**config.mk**
```make
export PLATFORM = sky130hd
export DESIGN_NAME = vlsu_top
export DESIGN_NICKNAME = d
export VERILOG_FILES = /design/src/vlsu_pkg.sv /design/src/vlsu_top.sv /design/src/vlsu.sv /design/src/result_fifo.sv /design/src/vreg_file.sv
export SDC_FILE = /design/constraint.sdc
export NUM_CORES = 2
export LEC_CHECK = 0
export BUFFER_PORTS_ARGS = -buffer_cell sky130_fd_sc_hd__buf_4
export CAP_MARGIN = 20
export CORE_ASPECT_RATIO = 0.6
export CORE_MARGIN = 2
export CORE_UTILIZATION = 45
export CTS_BUF_LIST = sky130_fd_sc_hd__clkbuf_8
export DETAILED_ROUTE_END_ITERATION = 8
export MAX_ROUTING_LAYER = met4
export PLACE_DENSITY = 0.68
export SLEW_MARGIN = 10
export SYNTH_ARGS = -nofsm -noshare
export SYNTH_HDL_FRONTEND = slang
export SYNTH_HIERARCHICAL = 1
export SYNTH_SLANG_ARGS = --single-unit
```
**constraint.sdc**
```tcl
create_clock -name clk_i -period 7.92 [get_ports clk_i]
set_input_delay 0.792 -clock clk_i [delete_from_list [all_inputs] [get_ports clk_i]]
set_output_delay 0.792 -clock clk_i [all_outputs]
set_load 0.03 [all_outputs]
```
**src/vlsu_pkg.sv**
```systemverilog
/*
 * Shared sizes of the vector load/store subsystem
 * Opcode and controller state encodings
 */

package vlsu_pkg;

  //////////////////////////////////////////////////
  // Register file geometry
  //////////////////////////////////////////////////

  // Architectural vector registers
  localparam int unsigned NR_VREGS = 8;
  localparam int unsigned VREG_AW  = 3;

  // Elements held by one vector register
  localparam int unsigned NR_ELEMS = 4;
  localparam int unsigned ELEM_AW  = 2;
  localparam int unsigned ELEM_W   = 32;

  // Vector length field holding 1 to NR_ELEMS
  localparam int unsigned VL_W = 3;

  //////////////////////////////////////////////////
  // Core and memory side
  //////////////////////////////////////////////////

  localparam int unsigned ADDR_W = 32;
  localparam int unsigned ID_W   = 4;

  // Result queue depth and cap on reads in flight
  localparam int unsigned RESULT_DEPTH = 4;

  //////////////////////////////////////////////////
  // Encodings
  //////////////////////////////////////////////////

  // Unit-stride load and store
  typedef enum logic {
    VLE = 1'b0,
    VSE = 1'b1
  } vlsu_op_e;

  // Controller FSM
  typedef enum logic [1:0] {
    IDLE     = 2'd0,
    LOAD     = 2'd1,
    STORE_RD = 2'd2,
    STORE_WR = 2'd3
  } vlsu_state_e;

endpackage
```
**src/vlsu_top.sv**
```systemverilog
/*
 * Vector load/store subsystem top level
 * Controller and vector register file
 */

`timescale 1ns/1ps

module vlsu_top (
  input  logic                         clk_i,
  input  logic                         rst_i,
  // Core request
  input  logic                         req_valid_i,
  output logic                         req_ready_o,
  input  vlsu_pkg::vlsu_op_e           req_op_i,
  input  logic [vlsu_pkg::ID_W-1:0]    req_id_i,
  input  logic [vlsu_pkg::VREG_AW-1:0] req_vd_i,
  input  logic [vlsu_pkg::ADDR_W-1:0]  req_addr_i,
  input  logic [vlsu_pkg::VL_W-1:0]    req_vl_i,
  // Core response
  output logic                         rsp_valid_o,
  output logic [vlsu_pkg::ID_W-1:0]    rsp_id_o,
  // Memory request
  output logic                         mem_valid_o,
  input  logic                         mem_ready_i,
  output logic [vlsu_pkg::ADDR_W-1:0]  mem_addr_o,
  output logic                         mem_we_o,
  output logic [vlsu_pkg::ELEM_W-1:0]  mem_wdata_o,
  // Memory result
  input  logic                         mem_result_valid_i,
  input  logic [vlsu_pkg::ELEM_W-1:0]  mem_rdata_i
);

  import vlsu_pkg::*;

  // Register file ports
  logic               vrf_we;
  logic [VREG_AW-1:0] vrf_wreg;
  logic [ELEM_AW-1:0] vrf_welem;
  logic [ELEM_W-1:0]  vrf_wdata;
  logic               vrf_re;
  logic [VREG_AW-1:0] vrf_rreg;
  logic [ELEM_AW-1:0] vrf_relem;
  logic [ELEM_W-1:0]  vrf_rdata;

  vlsu u_vlsu (
    .clk_i              (clk_i),
    .rst_i              (rst_i),
    .req_valid_i        (req_valid_i),
    .req_ready_o        (req_ready_o),
    .req_op_i           (req_op_i),
    .req_id_i           (req_id_i),
    .req_vd_i           (req_vd_i),
    .req_addr_i         (req_addr_i),
    .req_vl_i           (req_vl_i),
    .rsp_valid_o        (rsp_valid_o),
    .rsp_id_o           (rsp_id_o),
    .mem_valid_o        (mem_valid_o),
    .mem_ready_i        (mem_ready_i),
    .mem_addr_o         (mem_addr_o),
    .mem_we_o           (mem_we_o),
    .mem_wdata_o        (mem_wdata_o),
    .mem_result_valid_i (mem_result_valid_i),
    .mem_rdata_i        (mem_rdata_i),
    .vrf_we_o           (vrf_we),
    .vrf_wreg_o         (vrf_wreg),
    .vrf_welem_o        (vrf_welem),
    .vrf_wdata_o        (vrf_wdata),
    .vrf_re_o           (vrf_re),
    .vrf_rreg_o         (vrf_rreg),
    .vrf_relem_o        (vrf_relem),
    .vrf_rdata_i        (vrf_rdata)
  );

  vreg_file u_vrf (
    .clk_i   (clk_i),
    .rst_i   (rst_i),
    .we_i    (vrf_we),
    .wreg_i  (vrf_wreg),
    .welem_i (vrf_welem),
    .wdata_i (vrf_wdata),
    .re_i    (vrf_re),
    .rreg_i  (vrf_rreg),
    .relem_i (vrf_relem),
    .rdata_o (vrf_rdata)
  );

endmodule

```
**src/vlsu.sv**
```systemverilog
/*
 * Vector load/store controller for unit-stride VLE and VSE
 * Element address generation, memory issue, outstanding count,
 * load writeback through the result queue, completion response
 */

`timescale 1ns/1ps

module vlsu (
  input  logic                         clk_i,
  input  logic                         rst_i,
  // Core request
  input  logic                         req_valid_i,
  output logic                         req_ready_o,
  input  vlsu_pkg::vlsu_op_e           req_op_i,
  input  logic [vlsu_pkg::ID_W-1:0]    req_id_i,
  input  logic [vlsu_pkg::VREG_AW-1:0] req_vd_i,
  input  logic [vlsu_pkg::ADDR_W-1:0]  req_addr_i,
  input  logic [vlsu_pkg::VL_W-1:0]    req_vl_i,
  // Core response
  output logic                         rsp_valid_o,
  output logic [vlsu_pkg::ID_W-1:0]    rsp_id_o,
  // Memory request
  output logic                         mem_valid_o,
  input  logic                         mem_ready_i,
  output logic [vlsu_pkg::ADDR_W-1:0]  mem_addr_o,
  output logic                         mem_we_o,
  output logic [vlsu_pkg::ELEM_W-1:0]  mem_wdata_o,
  // Memory result
  input  logic                         mem_result_valid_i,
  input  logic [vlsu_pkg::ELEM_W-1:0]  mem_rdata_i,
  // Register file
  output logic                         vrf_we_o,
  output logic [vlsu_pkg::VREG_AW-1:0] vrf_wreg_o,
  output logic [vlsu_pkg::ELEM_AW-1:0] vrf_welem_o,
  output logic [vlsu_pkg::ELEM_W-1:0]  vrf_wdata_o,
  output logic                         vrf_re_o,
  output logic [vlsu_pkg::VREG_AW-1:0] vrf_rreg_o,
  output logic [vlsu_pkg::ELEM_AW-1:0] vrf_relem_o,
  input  logic [vlsu_pkg::ELEM_W-1:0]  vrf_rdata_i
);

  import vlsu_pkg::*;

  vlsu_state_e                   state_q, state_d;
  // Captured instruction
  vlsu_op_e                      op_q;
  logic [ID_W-1:0]               id_q;
  logic [VREG_AW-1:0]            vd_q;
  logic [ADDR_W-1:0]             addr_q;
  logic [VL_W-1:0]               vl_q;
  // Progress counters
  logic [VL_W-1:0]               issue_cnt_q;
  logic [VL_W-1:0]               wb_cnt_q;
  logic [$clog2(RESULT_DEPTH):0] outst_q;
  logic                          rsp_valid_q;

  logic                          req_fire;
  logic                          mem_fire;
  logic                          issue_left;
  logic                          last_wb;
  logic                          store_done;
  logic                          fifo_push;
  logic                          fifo_pop;
  logic                          fifo_empty;
  logic                          fifo_full;
  logic [ELEM_W-1:0]             fifo_data;

  //////////////////////////////////////////////////
  // Handshakes
  //////////////////////////////////////////////////

  assign req_ready_o = (state_q == IDLE);
  assign req_fire    = req_valid_i && req_ready_o;
  assign mem_fire    = mem_valid_o && mem_ready_i;

  assign issue_left = (issue_cnt_q != vl_q);
  assign last_wb    = fifo_pop && (wb_cnt_q == vl_q - 1'b1);
  // All stores sent and every result returned
  assign store_done = !issue_left && (outst_q == '0);

  //////////////////////////////////////////////////
  // Memory request
  //////////////////////////////////////////////////

  // Loads stop issuing once the queue could be filled by reads in flight
  assign mem_valid_o = ((state_q == LOAD) && issue_left && (outst_q < RESULT_DEPTH)) ||
                       ((state_q == STORE_WR) && issue_left);
  assign mem_addr_o  = addr_q + {{(ADDR_W-VL_W-2){1'b0}}, issue_cnt_q, 2'b00};
  assign mem_we_o    = (op_q == VSE);
  // Read data holds until the next element read
  assign mem_wdata_o = vrf_rdata_i;

  //////////////////////////////////////////////////
  // Load writeback
  //////////////////////////////////////////////////

  assign fifo_push = mem_result_valid_i && (state_q == LOAD);
  assign fifo_pop  = !fifo_empty && (state_q == LOAD);

  result_fifo u_result_fifo (
    .clk_i   (clk_i),
    .rst_i   (rst_i),
    .push_i  (fifo_push),
    .data_i  (mem_rdata_i),
    .pop_i   (fifo_pop),
    .data_o  (fifo_data),
    .empty_o (fifo_empty),
    .full_o  (fifo_full)
  );

  assign vrf_we_o    = fifo_pop;
  assign vrf_wreg_o  = vd_q;
  assign vrf_welem_o = wb_cnt_q[ELEM_AW-1:0];
  assign vrf_wdata_o = fifo_data;

  // Store element fetch
  assign vrf_re_o    = (state_q == STORE_RD);
  assign vrf_rreg_o  = vd_q;
  assign vrf_relem_o = issue_cnt_q[ELEM_AW-1:0];

  assign rsp_valid_o = rsp_valid_q;
  assign rsp_id_o    = id_q;

  //////////////////////////////////////////////////
  // FSM
  //////////////////////////////////////////////////

  always_comb begin : proc_next_state
    state_d = state_q;
    case (state_q)
      IDLE: begin
        if (req_fire) begin
          state_d = (req_op_i == VLE) ? LOAD : STORE_RD;
        end
      end
      LOAD: begin
        if (last_wb) begin
          state_d = IDLE;
        end
      end
      STORE_RD: state_d = STORE_WR;
      STORE_WR: begin
        if (mem_fire && (issue_cnt_q + 1'b1 != vl_q)) begin
          state_d = STORE_RD;
        end else if (store_done) begin
          state_d = IDLE;
        end
      end
      default: state_d = IDLE;
    endcase
  end

  always_ff @(posedge clk_i) begin : proc_ctrl
    if (rst_i) begin
      state_q     <= IDLE;
      issue_cnt_q <= '0;
      wb_cnt_q    <= '0;
      outst_q     <= '0;
      rsp_valid_q <= 1'b0;
    end else begin
      state_q     <= state_d;
      rsp_valid_q <= ((state_q == LOAD) && last_wb) ||
                     ((state_q == STORE_WR) && store_done);
      if (req_fire) begin
        issue_cnt_q <= '0;
        wb_cnt_q    <= '0;
      end else begin
        if (mem_fire) begin
          issue_cnt_q <= issue_cnt_q + 1'b1;
        end
        if (fifo_pop) begin
          wb_cnt_q <= wb_cnt_q + 1'b1;
        end
      end
      case ({mem_fire, mem_result_valid_i})
        2'b10:   outst_q <= outst_q + 1'b1;
        2'b01:   outst_q <= outst_q - 1'b1;
        default: outst_q <= outst_q;
      endcase
    end
  end

  // Instruction fields
  always_ff @(posedge clk_i) begin : proc_capture
    if (req_fire) begin
      op_q   <= req_op_i;
      id_q   <= req_id_i;
      vd_q   <= req_vd_i;
      addr_q <= req_addr_i;
      vl_q   <= req_vl_i;
    end
  end

  //////////////////////////////////////////////////
  // Assertions
  //////////////////////////////////////////////////

  // Outstanding cap keeps the queue from overflowing
  a_no_push_full : assert property (@(posedge clk_i) disable iff (rst_i)
    !(fifo_push && fifo_full));

  a_mem_req_stable : assert property (@(posedge clk_i) disable iff (rst_i)
    mem_valid_o && !mem_ready_i |=>
      mem_valid_o && $stable(mem_addr_o) && $stable(mem_wdata_o));

  // Memory returns nothing it was not asked for
  a_result_expected : assert property (@(posedge clk_i) disable iff (rst_i)
    mem_result_valid_i |-> (outst_q != '0));

endmodule

```
**src/result_fifo.sv**
```systemverilog
/*
 * Fall-through queue for memory read results
 * Circular buffer of RESULT_DEPTH entries
 */

`timescale 1ns/1ps

module result_fifo (
  input  logic                       clk_i,
  input  logic                       rst_i,
  input  logic                       push_i,
  input  logic [vlsu_pkg::ELEM_W-1:0] data_i,
  input  logic                       pop_i,
  output logic [vlsu_pkg::ELEM_W-1:0] data_o,
  output logic                       empty_o,
  output logic                       full_o
);

  import vlsu_pkg::*;

  logic [ELEM_W-1:0]               mem_q [RESULT_DEPTH];
  logic [$clog2(RESULT_DEPTH)-1:0] wptr_q;
  logic [$clog2(RESULT_DEPTH)-1:0] rptr_q;
  logic [$clog2(RESULT_DEPTH):0]   cnt_q;
  logic                            store_empty;
  logic                            do_push;
  logic                            do_pop;

  assign store_empty = (cnt_q == '0);
  assign full_o      = (cnt_q == RESULT_DEPTH);

  // An incoming value is visible at once when nothing is stored
  assign empty_o = store_empty && !push_i;
  assign data_o  = store_empty ? data_i : mem_q[rptr_q];

  // Value popped in its push cycle bypasses the storage
  assign do_push = push_i && !full_o && !(store_empty && pop_i);
  assign do_pop  = pop_i && !store_empty;

  always_ff @(posedge clk_i) begin : proc_ctrl
    if (rst_i) begin
      wptr_q <= '0;
      rptr_q <= '0;
      cnt_q  <= '0;
    end else begin
      if (do_push) begin
        wptr_q <= wptr_q + 1'b1;
      end
      if (do_pop) begin
        rptr_q <= rptr_q + 1'b1;
      end
      case ({do_push, do_pop})
        2'b10:   cnt_q <= cnt_q + 1'b1;
        2'b01:   cnt_q <= cnt_q - 1'b1;
        default: cnt_q <= cnt_q;
      endcase
    end
  end

  always_ff @(posedge clk_i) begin : proc_store
    if (do_push) begin
      mem_q[wptr_q] <= data_i;
    end
  end

  // Consumer must only take an entry that exists
  a_no_pop_empty : assert property (@(posedge clk_i) disable iff (rst_i)
    pop_i |-> !empty_o);

endmodule

```
**src/vreg_file.sv**
```systemverilog
/*
 * Vector register file of 8 registers with 4 x 32-bit elements
 * One element write port, one registered element read port
 */

`timescale 1ns/1ps

module vreg_file (
  input  logic                        clk_i,
  input  logic                        rst_i,
  // Element write port
  input  logic                        we_i,
  input  logic [vlsu_pkg::VREG_AW-1:0] wreg_i,
  input  logic [vlsu_pkg::ELEM_AW-1:0] welem_i,
  input  logic [vlsu_pkg::ELEM_W-1:0]  wdata_i,
  // Element read port
  input  logic                        re_i,
  input  logic [vlsu_pkg::VREG_AW-1:0] rreg_i,
  input  logic [vlsu_pkg::ELEM_AW-1:0] relem_i,
  output logic [vlsu_pkg::ELEM_W-1:0]  rdata_o
);

  import vlsu_pkg::*;

  // Element storage
  logic [ELEM_W-1:0] regs_q [NR_VREGS][NR_ELEMS];

  //////////////////////////////////////////////////
  // Write
  //////////////////////////////////////////////////

  always_ff @(posedge clk_i) begin : proc_write
    if (rst_i) begin
      for (int r = 0; r < NR_VREGS; r++) begin
        for (int e = 0; e < NR_ELEMS; e++) begin
          regs_q[r][e] <= '0;
        end
      end
    end else if (we_i) begin
      regs_q[wreg_i][welem_i] <= wdata_i;
    end
  end

  //////////////////////////////////////////////////
  // Read
  //////////////////////////////////////////////////

  // Data appears one cycle after re_i and holds until the next read
  always_ff @(posedge clk_i) begin : proc_read
    if (rst_i) begin
      rdata_o <= '0;
    end else if (re_i) begin
      rdata_o <= regs_q[rreg_i][relem_i];
    end
  end

endmodule

```
==> flow_summary_export.csv <==
group,metric,value,unit
setup_path,r2r_start,"u_vlsu/u_result_fifo/cnt_q[1]",
die,dieArea,129000,µm²
route,vias,34100,
flow_run,maxCapViolations,0,
cells_and_area,seq_area,36900,µm²
min_path,hold_end,"u_vlsu/vl_q[2]",
route,drc,0,
die,start_util,0.455,
clocking,ctsResizeCount,0,
place,place_congestion,0.940,
synthesis,yosysWarnings,6,
min_path,hold_class,"input pin to flip-flop",
setup_path,r2r_end,"u_vrf/regs_q[0][24]",
clocking,cts_tree,"built",
clocking,cts_buffer_depth,3,
route,wl_per_cell,29.2,µm
power_and_ir_drop,ir_drop,0.173,mV
place,io_buffers,151,
die,die_h,279,µm
sta,setup_viol,0,
sta,fin_crit_sh,0.588,
sta,hold_slack,0.0803,ns
sta,worst_pin_slew,1.14,ns
power_and_ir_drop,finalPower,0.0147,W
power_and_ir_drop,clock_power_share,0.331,
place,dp_slack,3.17,ns
cells_and_area,drive_above_1_share,0.141,
synthesis,netlist_area,56800,µm²
global_route,grt_max_degree,129,
synthesis,syn-num-nets,4096,
global_route,grt_overflow,0,
setup_path,slowest_delay,1.04,ns
power_and_ir_drop,power_frac_comb,0.152,
route,viasPerCell,5.84,
route,first_pass_iters,5,
power_and_ir_drop,p_switching,0.00433,W
run_status,status,"completed",
sta,slew_viol_final,0,
clocking,path_clk_slew,0.07,ns
power_and_ir_drop,p_int,0.0104,W
setup_path,worstSetupStartpointType,"flip-flop",
setup_path,critical_path_class,"flip-flop to flip-flop",
place,dp_hpwl,103000,µm
cells_and_area,multi_input_area,17900,µm²
setup_path,required,8.41,ns
place,placed_area,58600,µm²
sta,max_slew_margin,0.240,
die,die_w,462,µm
setup_path,arrival,5.15,ns
min_path,hold_depth,1,
cells_and_area,nets,4097,
die,rows,100,
clocking,worst_skew_pair.late_latency,0.91,ns
setup_path,endpoint_kind,"flip-flop",
global_route,grt_pass1_wl,236000,µm
setup_path,cp_common_cell,"buf_4",
setup_path,cp_slowest_cell,"nor2_2",
power_and_ir_drop,power_density,238,nW/µm²
clocking,numCtsBuffers,181,
cells_and_area,design_area,61900,µm²
power_and_ir_drop,p_leak,23.5,nW
cells_and_area,syn2layout_area_growth,9.13,%
sta,rsz0062_at_grt,"false",
cells_and_area,fillers,10600,
route,wl,170000,µm
setup_path,reg2reg_depth,9,
clocking,cts_num_sinks,1248,
setup_path,r2r_slack,3.26,ns
clocking,cts-hold-fix-buffers,0,
sta,max_freq,215,MHz
global_route,globalRouteTotalUtil,0.266,
synthesis,synth.avg_cell_area,14.2,µm²
sta,skew,0.0554,ns
die,core-area,125000,µm²
sta,finalHoldViolCount,0,
global_route,antenna_found_initial,21,
min_path,min_from,"req_vl_i[2]",
setup_path,worstPathCellList,"or3_2, buf_4, nor2_1, nor3b_2, buf_4, nor2b_1, nand3_1, nor2_2, or2_2",
route,drtAntennaViolNets,0,
global_route,grt_pass1_vias,31100,
sta,fin_ws,3.26,ns
sta,finalSetupTns,0,ns
power_and_ir_drop,p_sw_frac,0.294,
setup_path,cp-startpoint,"u_vlsu/u_result_fifo/cnt_q[1]",
die,pin_count,152,
setup_path,crit_fanout,35,
synthesis,synthCells,4001,
clocking,cts_setup_buffers,0,
sta,layout_min_cycle_time,4.66,ns
clocking,cts_root_buffer,"clkbuf_8",
clocking,htreeDepth,4,
route,drtIter0Drc,5467,
power_and_ir_drop,seqPwrFrac,0.517,
[per-layer routing]
layer | GRT usage | up-vias | part of all wire
li1 | - | 14600 | -
met1 | 0.396 | 17100 | 0.43
met2 | 0.327 | 2114 | 0.39
met3 | 0.108 | 260 | 0.16
met4 | 0.0730 | 0 | 0.025
met5 | - | - | 0
[sequential cells by signal (all words and copies together) (netlist names), 3 cells and up, named ones only]
name,cells
u_vlsu/addr_q,32
u_vlsu/u_result_fifo/cnt_q,3
u_vrf/rdata_o,32
u_vlsu/vrf_rreg_o,3
u_vlsu/outst_q,3
u_vlsu/u_result_fifo/mem_q,128
u_vlsu/wb_cnt_q,3
u_vrf/regs_q,1024
u_vlsu/vl_q,3
u_vlsu/rsp_id_o,4
u_vlsu/issue_cnt_q,3
[worst max path at each step]
stage / end / slack [ns] / depth (start not counted)
after floorplan: u_vlsu/issue_cnt_q[2] / 2.89 / 5
after CTS: u_vrf/regs_q[3][3] / 3.26 / 9
final: u_vrf/regs_q[0][24] / 3.26 / 9
after global placement: u_vrf/regs_q[5][12] / 3.20 / 9
after global routing: u_vrf/regs_q[0][3] / 2.98 / 9
after detailed placement: u_vrf/regs_q[3][3] / 3.17 / 9
[layout make-up]
type                            instances  area share
Clock inverter                        131      0.0107
Inverter                               16    0.000970
Clock buffer                          188      0.0418
Tap cell                             1683      0.0340
Timing Repair Buffer                  210      0.0272
Multi-Input combinational cell       2345       0.288
Sequential cell                      1248       0.597
Antenna cell                           13    0.000525
[stage by stage]
stage               utilization  std cells
floorplan                     -       4001
global route              0.497       5826
finish                    0.497       5834
global placement          0.470       5495
CTS                       0.496       5814
detailed placement        0.470       5495
[power by group through the flow]
stage | Sequential [W] | Combinational [W] | Clock, W
after floorplan | 0.00770 | 0.00126 | 0
after global placement | 0.00774 | 0.00214 | 0
after detailed placement | 0.00775 | 0.00216 | 0
after CTS | 0.00761 | 0.00216 | 0.00493
after global routing | 0.00764 | 0.00228 | 0.00518
final | 0.00762 | 0.00224 | 0.00487
[worst max-delay path, delay by kind of cell, from the launching register on]
kind	cells	cell delay (ns)
flip-flops	1	0.38
AND/OR/NAND/NOR	7	3.08
buffers and inverters	2	0.78
[placed cells by master (no fill, tap or decap), types with 7 or more instances in the layout]
cell type and n:
nor2_2 32, mux4_2 30, ha_1 12, edfxtp_1 1195, xor2_1 14, diode_2 13, dfxtp_1 52, nor2_1 56
inv_1 83, a211oi_2 10, buf_4 198, or4_1 32, a22oi_1 256, mux2_4 30, a211oi_1 24, clkinvlp_4 10
a21oi_1 137, nand4_1 19, mux2i_1 514, and2_1 1031, nand2_1 13, or2_2 34, xnor2_1 31, nand3_1 7
clkinv_1 36, clkbuf_8 188, clkinv_2 11
(Power assumes the default switching activity.)
